--- config.mk ---
export PLATFORM = sky130hd
export DESIGN_NAME = cpuCore
export DESIGN_NICKNAME = d
export VERILOG_FILES = /design/src/tenyrPkg.sv /design/src/coreSequencer.sv /design/src/cpuCore.sv /design/src/execUnit.sv /design/src/insnDecode.sv /design/src/regFile.sv
export SDC_FILE = /design/constraint.sdc
export NUM_CORES = 2
export LEC_CHECK = 0
export BUFFER_PORTS_ARGS = -buffer_cell sky130_fd_sc_hd__buf_2
export CORE_MARGIN = 2
export CORE_UTILIZATION = 25
export DETAILED_ROUTE_END_ITERATION = 8
export PLACE_DENSITY = 0.35
export SETUP_SLACK_MARGIN = 0.02
export SYNTH_ARGS = -nofsm -noshare
export SYNTH_HDL_FRONTEND = slang
export SYNTH_HIERARCHICAL = 1
export SYNTH_SLANG_ARGS = --single-unit
--- constraint.sdc ---
create_clock -name clk -period 42.2 [get_ports clk]
set_clock_uncertainty 0.2 [all_clocks]
set_input_delay 8.44 -clock clk [delete_from_list [all_inputs] [get_ports clk]]
set_output_delay 8.44 -clock clk [all_outputs]
set_load 0.01 [all_outputs]
--- src/tenyrPkg.sv ---
`default_nettype none

package tenyrPkg;

    typedef logic signed [31:0] word_t;
    typedef logic [3:0] regIdx_t;   // 15 aliases the program counter

    typedef enum logic [3:0] {
        opOr   = 4'h0,
        opAnd  = 4'h1,
        opXor  = 4'h2,
        opSra  = 4'h3,
        opAdd  = 4'h4,
        opMul  = 4'h5,
        opEq   = 4'h6,
        opLt   = 4'h7,
        opOrn  = 4'h8,
        opAndn = 4'h9,
        opPack = 4'ha,
        opSrl  = 4'hb,
        opSub  = 4'hc,
        opShl  = 4'hd,
        opTest = 4'he,
        opGe   = 4'hf
    } aluOp_e;

    // named by the A, B, C operand order
    typedef enum logic [1:0] {
        kindXYI    = 2'd0,
        kindXIY    = 2'd1,
        kindIXY    = 2'd2,
        kindZeroXI = 2'd3   // 20-bit immediate
    } insnKind_e;

    typedef enum logic [2:0] {
        stIssue     = 3'd0,
        stExecute   = 3'd1,
        stMemSetup  = 3'd2,
        stMemWait   = 3'd3,
        stWriteBack = 3'd4,
        stFetch     = 3'd5,
        stLatch     = 3'd6
    } coreState_e;

    typedef struct packed {
        insnKind_e kind;
        aluOp_e    op;
        regIdx_t   z;
        regIdx_t   x;
        regIdx_t   y;
        word_t     imm;
        logic      storing;
        logic      loading;
        logic      derefRhs;
        logic      branching;
    } decodedInsn_t;

    typedef struct packed {
        word_t a;
        word_t b;
        word_t c;
    } operands_t;

    typedef struct packed {
        word_t adr;
        word_t dat;
        logic  wen;
        logic  stb;
    } dataBus_t;

endpackage

`default_nettype wire
--- src/coreSequencer.sv ---
`default_nettype none

module coreSequencer #(
    parameter tenyrPkg::word_t resetVector = 32'h1000
) (
    input  logic                   clk,
    input  logic                   reset,
    input  logic                   haltReq_i,
    input  logic                   errI_i,
    input  logic                   errD_i,
    input  logic                   rtyI_i,
    input  logic                   rtyD_i,
    input  logic                   ackI_i,
    input  tenyrPkg::word_t        datI_i,
    input  logic                   ackD_i,
    input  tenyrPkg::word_t        datD_i,
    input  tenyrPkg::decodedInsn_t decoded_i,
    input  tenyrPkg::word_t        valZ_i,
    input  logic                   execDone_i,
    input  tenyrPkg::word_t        execResult_i,
    output tenyrPkg::word_t        adrI_o,
    output logic                   stbI_o,
    output tenyrPkg::word_t        insn_o,
    output tenyrPkg::word_t        nextPc_o,
    output logic                   execStart_o,
    output tenyrPkg::dataBus_t     dataBus_o,
    output logic                   regWriteEn_o,
    output tenyrPkg::regIdx_t      regWriteIdx_o,
    output tenyrPkg::word_t        regWriteData_o,
    output logic                   halt_o
);
    import tenyrPkg::*;

    coreState_e state;
    word_t      pc;
    word_t      nextPc;
    word_t      insn;
    word_t      computed;   // op(A,B) + C
    word_t      loadData;
    word_t      wbValue;
    logic       haltLatched;
    logic       busFault;
    logic       stall;
    logic       memAccess;

    assign busFault  = errI_i | errD_i | rtyI_i | rtyD_i;
    assign halt_o    = busFault | haltLatched;
    assign stall     = haltReq_i | halt_o;
    assign memAccess = decoded_i.loading | decoded_i.storing;
    assign wbValue   = decoded_i.loading ? loadData : computed;

    always_ff @(posedge clk) begin
        if (reset) begin
            state       <= stFetch;
            pc          <= resetVector;
            haltLatched <= 1'b0;
        end else begin
            if (busFault) haltLatched <= 1'b1;
            case (state)
                stIssue:     if (!stall) state <= stExecute;
                stExecute:   if (execDone_i) state <= stMemSetup;
                stMemSetup:  state <= memAccess ? stMemWait : stWriteBack;
                stMemWait: begin
                    if (ackD_i) state <= stWriteBack;
                    else if (busFault) state <= stIssue;   // park, halt holds it
                end
                stWriteBack: begin
                    state <= stFetch;
                    pc    <= decoded_i.branching ? wbValue : nextPc;
                end
                stFetch: begin
                    if (ackI_i) state <= stLatch;
                    else if (busFault) state <= stIssue;
                end
                stLatch:     state <= stIssue;   // decode and reg reads settle
                default:     state <= stFetch;
            endcase
        end
    end

    always_ff @(posedge clk) begin
        nextPc <= pc + 32'sd1;
        if (state == stFetch && ackI_i) insn <= datI_i;
        if (state == stExecute && execDone_i) computed <= execResult_i;
        if (state == stMemWait && ackD_i) loadData <= datD_i;
    end

    always_comb begin
        dataBus_o.adr = decoded_i.derefRhs ? computed : valZ_i;
        dataBus_o.dat = decoded_i.derefRhs ? valZ_i : computed;
        dataBus_o.stb = (state == stMemWait);
        dataBus_o.wen = (state == stMemWait) && decoded_i.storing;
    end

    assign adrI_o         = pc;
    assign stbI_o         = (state == stFetch);
    assign insn_o         = insn;
    assign nextPc_o       = nextPc;
    assign execStart_o    = (state == stIssue) && !stall;
    assign regWriteEn_o   = (state == stWriteBack) && !decoded_i.storing;
    assign regWriteIdx_o  = decoded_i.z;
    assign regWriteData_o = wbValue;

    assert property (@(posedge clk) disable iff (reset)
        dataBus_o.stb |-> (decoded_i.loading || decoded_i.storing));

    assert property (@(posedge clk) disable iff (reset) !(stbI_o && dataBus_o.stb));

endmodule

`default_nettype wire

--- src/cpuCore.sv ---
`default_nettype none

module cpuCore #(
    parameter tenyrPkg::word_t resetVector = 32'h1000
) (
    input  logic            clk,
    input  logic            reset,
    output tenyrPkg::word_t adrI_o,
    output logic            stbI_o,
    output logic            cycI_o,
    input  tenyrPkg::word_t datI_i,
    input  logic            ackI_i,
    input  logic            errI_i,
    input  logic            rtyI_i,
    output tenyrPkg::word_t adrD_o,
    output tenyrPkg::word_t datD_o,
    output logic            wenD_o,
    output logic            stbD_o,
    output logic            cycD_o,
    input  tenyrPkg::word_t datD_i,
    input  logic            ackD_i,
    input  logic            errD_i,
    input  logic            rtyD_i,
    input  logic            haltReq_i,
    output logic            halt_o
);
    import tenyrPkg::*;

    word_t        insn;
    word_t        nextPc;
    word_t        valX;
    word_t        valY;
    word_t        valZ;
    decodedInsn_t decoded;
    operands_t    operands;
    logic         execStart;
    logic         execDone;
    word_t        execResult;
    dataBus_t     dataBus;
    logic         regWriteEn;
    regIdx_t      regWriteIdx;
    word_t        regWriteData;

    regFile uRegFile (
        .clk         (clk),
        .writeEn_i   (regWriteEn),
        .writeIdx_i  (regWriteIdx),
        .writeData_i (regWriteData),
        .idxX_i      (decoded.x),
        .idxY_i      (decoded.y),
        .idxZ_i      (decoded.z),
        .nextPc_i    (nextPc),
        .valX_o      (valX),
        .valY_o      (valY),
        .valZ_o      (valZ)
    );

    insnDecode uDecode (
        .insn_i     (insn),
        .valX_i     (valX),
        .valY_i     (valY),
        .decoded_o  (decoded),
        .operands_o (operands)
    );

    execUnit uExec (
        .clk        (clk),
        .reset      (reset),
        .start_i    (execStart),
        .op_i       (decoded.op),
        .operands_i (operands),
        .done_o     (execDone),
        .result_o   (execResult)
    );

    coreSequencer #(
        .resetVector (resetVector)
    ) uSequencer (
        .clk            (clk),
        .reset          (reset),
        .haltReq_i      (haltReq_i),
        .errI_i         (errI_i),
        .errD_i         (errD_i),
        .rtyI_i         (rtyI_i),
        .rtyD_i         (rtyD_i),
        .ackI_i         (ackI_i),
        .datI_i         (datI_i),
        .ackD_i         (ackD_i),
        .datD_i         (datD_i),
        .decoded_i      (decoded),
        .valZ_i         (valZ),
        .execDone_i     (execDone),
        .execResult_i   (execResult),
        .adrI_o         (adrI_o),
        .stbI_o         (stbI_o),
        .insn_o         (insn),
        .nextPc_o       (nextPc),
        .execStart_o    (execStart),
        .dataBus_o      (dataBus),
        .regWriteEn_o   (regWriteEn),
        .regWriteIdx_o  (regWriteIdx),
        .regWriteData_o (regWriteData),
        .halt_o         (halt_o)
    );

    assign cycI_o = stbI_o;
    assign adrD_o = dataBus.adr;
    assign datD_o = dataBus.dat;
    assign wenD_o = dataBus.wen;
    assign stbD_o = dataBus.stb;
    assign cycD_o = dataBus.stb;

endmodule

`default_nettype wire

--- src/execUnit.sv ---
`default_nettype none

module execUnit (
    input  logic                clk,
    input  logic                reset,
    input  logic                start_i,
    input  tenyrPkg::aluOp_e    op_i,
    input  tenyrPkg::operands_t operands_i,
    output logic                done_o,
    output tenyrPkg::word_t     result_o
);
    import tenyrPkg::*;

    aluOp_e    opR;
    operands_t opnd;      // stage 1
    word_t     opA;
    word_t     opB;
    word_t     aluResult;
    word_t     partial;   // stage 2
    word_t     addendC;
    logic      valid1;
    logic      valid2;

    assign opA = opnd.a;
    assign opB = opnd.b;

    always_comb begin
        case (opR)
            opOr:    aluResult = opA | opB;
            opAnd:   aluResult = opA & opB;
            opXor:   aluResult = opA ^ opB;
            opSra:   aluResult = opA >>> opB;
            opAdd:   aluResult = opA + opB;
            opMul:   aluResult = opA * opB;
            opEq:    aluResult = (opA == opB) ? '1 : '0;
            opLt:    aluResult = (opA < opB) ? '1 : '0;
            opOrn:   aluResult = opA | ~opB;
            opAndn:  aluResult = opA & ~opB;
            opPack:  aluResult = {opA[19:0], opB[11:0]};
            opSrl:   aluResult = opA >> opB;
            opSub:   aluResult = opA - opB;
            opShl:   aluResult = opA << opB;
            opTest:  aluResult = ((opA & (32'sd1 << opB)) != 0) ? '1 : '0;
            default: aluResult = (opA >= opB) ? '1 : '0;   // opGe
        endcase
    end

    always_ff @(posedge clk) begin
        if (reset) begin
            valid1 <= 1'b0;
            valid2 <= 1'b0;
            done_o <= 1'b0;
        end else begin
            valid1 <= start_i;
            valid2 <= valid1;
            done_o <= valid2;
        end
    end

    always_ff @(posedge clk) begin
        if (start_i) begin
            opR  <= op_i;
            opnd <= operands_i;
        end
        if (valid1) begin
            partial <= aluResult;
            addendC <= opnd.c;
        end
        if (valid2) begin
            result_o <= partial + addendC;
        end
    end

    assert property (@(posedge clk) disable iff (reset) start_i |-> ##3 done_o);

endmodule

`default_nettype wire

--- src/insnDecode.sv ---
`default_nettype none

module insnDecode (
    input  tenyrPkg::word_t        insn_i,
    input  tenyrPkg::word_t        valX_i,
    input  tenyrPkg::word_t        valY_i,
    output tenyrPkg::decodedInsn_t decoded_o,
    output tenyrPkg::operands_t    operands_o
);
    import tenyrPkg::*;

    insnKind_e   kind;
    logic [1:0]  derefBits;
    logic [19:0] immField;
    word_t       imm;

    assign kind      = insnKind_e'(insn_i[31:30]);
    assign derefBits = insn_i[29:28];
    assign immField  = insn_i[19:0];

    always_comb begin
        decoded_o.kind = kind;
        decoded_o.z    = insn_i[27:24];
        decoded_o.x    = insn_i[23:20];
        if (kind == kindZeroXI) begin
            decoded_o.y  = '0;
            decoded_o.op = opOr;   // y and op bits hold immediate
            imm          = {{12{immField[19]}}, immField};
        end else begin
            decoded_o.y  = immField[19:16];
            decoded_o.op = aluOp_e'(immField[15:12]);
            imm          = {{20{immField[11]}}, immField[11:0]};
        end
        decoded_o.imm = imm;

        // 00 plain, 01 store to [rhs], 10 store to [Z], 11 load
        decoded_o.storing   = ^derefBits;
        decoded_o.loading   = &derefBits;
        decoded_o.derefRhs  = derefBits[0];
        decoded_o.branching = (&insn_i[27:24]) && !(^derefBits);
    end

    always_comb begin
        case (kind)
            kindXYI: begin
                operands_o = {valX_i, valY_i, imm};   // a, b, c
            end
            kindXIY: begin
                operands_o = {valX_i, imm, valY_i};
            end
            kindIXY: begin
                operands_o = {imm, valX_i, valY_i};
            end
            default: begin
                operands_o = {32'h0, valX_i, imm};
            end
        endcase
    end

endmodule

`default_nettype wire

--- src/regFile.sv ---
`default_nettype none

module regFile (
    input  logic              clk,
    input  logic              writeEn_i,
    input  tenyrPkg::regIdx_t writeIdx_i,
    input  tenyrPkg::word_t   writeData_i,
    input  tenyrPkg::regIdx_t idxX_i,
    input  tenyrPkg::regIdx_t idxY_i,
    input  tenyrPkg::regIdx_t idxZ_i,
    input  tenyrPkg::word_t   nextPc_i,
    output tenyrPkg::word_t   valX_o,
    output tenyrPkg::word_t   valY_o,
    output tenyrPkg::word_t   valZ_o
);
    import tenyrPkg::*;

    word_t regs [0:14];

    initial begin
        for (int k = 0; k < 15; k++) begin
            regs[k] = '0;
        end
    end

    assign valX_o = (&idxX_i) ? nextPc_i : regs[idxX_i];
    assign valY_o = (&idxY_i) ? nextPc_i : regs[idxY_i];
    assign valZ_o = (&idxZ_i) ? nextPc_i : regs[idxZ_i];

    always_ff @(posedge clk) begin
        if (writeEn_i && (|writeIdx_i) && !(&writeIdx_i)) begin   // skip r0 and pc
            regs[writeIdx_i] <= writeData_i;
        end
    end

    assert property (@(posedge clk) (idxX_i == '0) |-> (valX_o == '0));

endmodule

`default_nettype wire

==> summary.txt <==
Floorplanning
  • IO Count: 175
  • DIE WIDTH: 529 µm
  • Core footprint: 274,000 µm²
  • Die Area: 280,000 µm²
  • Die Y-Extent: 529 µm
  • FP Rows: 192
  • Starting Density: 25.2%

Route
  • Iter 0 DRT Violations: 4,870
  • Total via count in the routed design: 53,200
  • DRT met1 WL: 136,000 µm
  • Wirelength, routed: 330,000 µm
  • DRC errors left: 0
  • TritonRoute pass-1 iters: 6
  • Met2 WL: 164,000 µm
  • Met3 Wirelength: 15,500 µm
  • Top layer in use: met5
  • Via-to-Cell Ratio: 5.22
  • DR WL/cell: 32.4 µm
  • Post-route ant nets: 0

Cells and area
  • Fill cells: 28,600
  • Final Non-Filler Cells: 10,200
  • Layout area overhead: 12.4%
  • Layout cells sized above 1: 15.7%
  • Area of the multi-input gates: 40,200 µm²
  • Reg area: 24,600 µm²
  • Fin nets: 7,141
  • Most frequent cells in the layout: edfxtp_1, inv_1, nand2_1, nor2_1, fa_1
  • Most common cell after layout, fill and taps aside: edfxtp_1

Critical path
  • Worst EP required: 33.56 ns
  • Bufs and invs on worst path: 2
  • Reg2reg start: uExec/opB[5]
  • Max stage delay on crit path: 0.57 ns
  • CP Cell Sequence: buf_2, or4_4, or2_2, buf_2
  • CP max-delay cell: or4_4
  • Critical path type: primary input to output pin
  • Worst reg2reg path depth: 24
  • Reg-to-reg slack, setup: 32.37 ns
  • Critical path's top delay family: simple AND/OR/NAND/NOR gates
  • Worst-path maximum fanout: 5
  • CP Capture Type: output pin
  • Critical path launch point type: primary input
  • Top cell by count, worst path: buf_2
  • WP data arrival: 9.60 ns
  • RR Endpoint: uExec/partial[29]

STA
  • Crit share post-route: 43.2%
  • Slew Limit Fails: 0
  • Fmax achieved: 0.0548 GHz
  • Final setup TNS: 0 ns
  • Hold WS: 0.171 ns
  • Slew headroom: 19.2%
  • Final Setup Violations: 0
  • Worst setup margin: 23.96 ns
  • Fin crit period: 18.24 ns
  • Final Hold Vio Count: 0
  • Worst-Margin Slew: 1.20 ns
  • RSZ-0062 raised after global routing: no

Logic synthesis
  • Cells after Synth: 6,379
  • Syn Area/Cell: 10.8 µm²
  • Synthesized cell area: 69,000 µm²
  • Syn. warnings: 6

Clock network
  • Clock-pin transition on the worst setup and hold timing paths: 0.06 ns
  • Clk_lat worst skew: 0.78 ns
  • Clk sinks: 843
  • Number of CTS-inserted buffers: 98
  • CTS tree: yes
  • Hold bufs inserted after CTS: 0
  • Post-CTS Repair Setup Buffers: 0
  • Cts repair resizes: 0
  • Max clock buf depth: 3
  • Clk root buf: clkbuf_16
  • H-tree depth: 3

Global route
  • Largest net degree at the start of global routing: 98
  • Remaining Overflow, GRT: 0
  • Number of global-route vias before repair: 54,400
  • Overall routing resource usage: 23.2%
  • First-pass GRT wire length: 452,000 µm
  • Initial antenna violation count: 28

Placed design
  • PortBufs: 174
  • Pre-CTS setup slack: 23.96 ns
  • GPL Wtd Cong: 0.956
  • Dpl hpwl: 238,000 µm
  • Placed cells: 9,997

Worst hold path
  • Hold Crit Depth: 0
  • Hold path start: uExec/result_o[19]
  • Hold Path Class: register to register
  • Hold Path Sink: uSequencer/computed[19]

Pwr
  • Cell Pwr Density: 37.6 nW/µm²
  • P_leak: 29.4 nW
  • Max rail drop VDD: 0.0360 mV

Status
  • Status: finished clean

Run
  • # Max-Cap Violations: 0
==> per-stage QoR <==
step	cell area, µm²	power (W)	util (%)
2_1_floorplan	69100	0.00161	-
3_3_place_gp	74100	0.00202	27.0
3_5_place_dp	74100	0.00202	27.0
4_1_cts	77500	0.00295	28.3
5_1_grt	77500	0.00303	28.3
6_report	77600	0.00292	28.3
==> worst reg2reg max path, cell delays in order (launching register included) <==
cell	delay [ns]
edfxtp_1	0.32
buf_4	0.31
clkinv_1	0.90
nor2_1	0.50
fa_1	0.48
fa_1	0.50
fa_1	0.52
inv_1	0.05
fa_1	0.47
inv_1	0.05
fa_1	0.49
inv_1	0.05
fa_1	0.54
inv_1	0.05
fa_1	0.43
fa_1	0.50
ha_1	0.43
nand4_1	0.20
or3b_2	0.52
o211ai_1	0.37
nand3_1	0.25
a21oi_1	0.34
xor2_1	0.21
a211oi_1	0.42
nand4_1	0.34
==> cell type report <==
| class | instances | share of cell area [%] |
|---|---|---|
| diodes | 8 | 0.0258 |
| clock buffers | 128 | 3.45 |
| clock inverters | 55 | 1.01 |
| inverters | 551 | 2.67 |
| multi-input cells | 4525 | 51.8 |
| flip-flops and latches | 843 | 31.7 |
| well taps | 3686 | 5.95 |
| repair buffers | 392 | 3.33 |
==> worst max-delay path by stage <==
| stage | to | depth (start not counted) | slack, ns | from |
|---|---|---|---|---|
| 2_1_floorplan | uExec/opA[0] | 3 | 22.34 | errD_i |
| 6_report | halt_o | 4 | 23.96 | errD_i |
| 4_1_cts | halt_o | 4 | 23.96 | errD_i |
| 3_5_place_dp | halt_o | 4 | 23.96 | errD_i |
| 5_1_grt | halt_o | 4 | 23.95 | errD_i |
| 3_3_place_gp | halt_o | 4 | 23.97 | errD_i |
==> state kept, by name (all words and copies together) (netlist names) <==
register / count
uSequencer/loadData: 32
uExec/opA: 32
uSequencer/adrI_o: 32
uExec/result_o: 32
uExec/opnd: 32
uExec/opR: 4
uExec/addendC: 32
uSequencer/state: 3
uExec/partial: 32
uExec/done_o: 1
uExec/valid1: 1
uRegFile/regs: 480
uSequencer/computed: 32
uSequencer/haltLatched: 1
uSequencer/insn_o: 32
uExec/opB: 32
uSequencer/nextPc_o: 32
uExec/valid2: 1
==> report_power, final <==
part	internal (W)	switching, W	leakage, nW	total (W)
registers	0.000959	0.0000276	7.56	0.000986
logic	0.000359	0.000656	20.2	0.00101
clock network	0.000532	0.000386	1.66	0.000918
total	0.00185	0.00107	29.4	0.00292
==> per-layer routing <==
layer	vias to the layer above	track usage, %
li1	23100	-
met1	27800	29.0
met2	1889	40.5
met3	495	2.50
met4	4	9.29
met5	-	0
(Power assumes the default switching activity.)
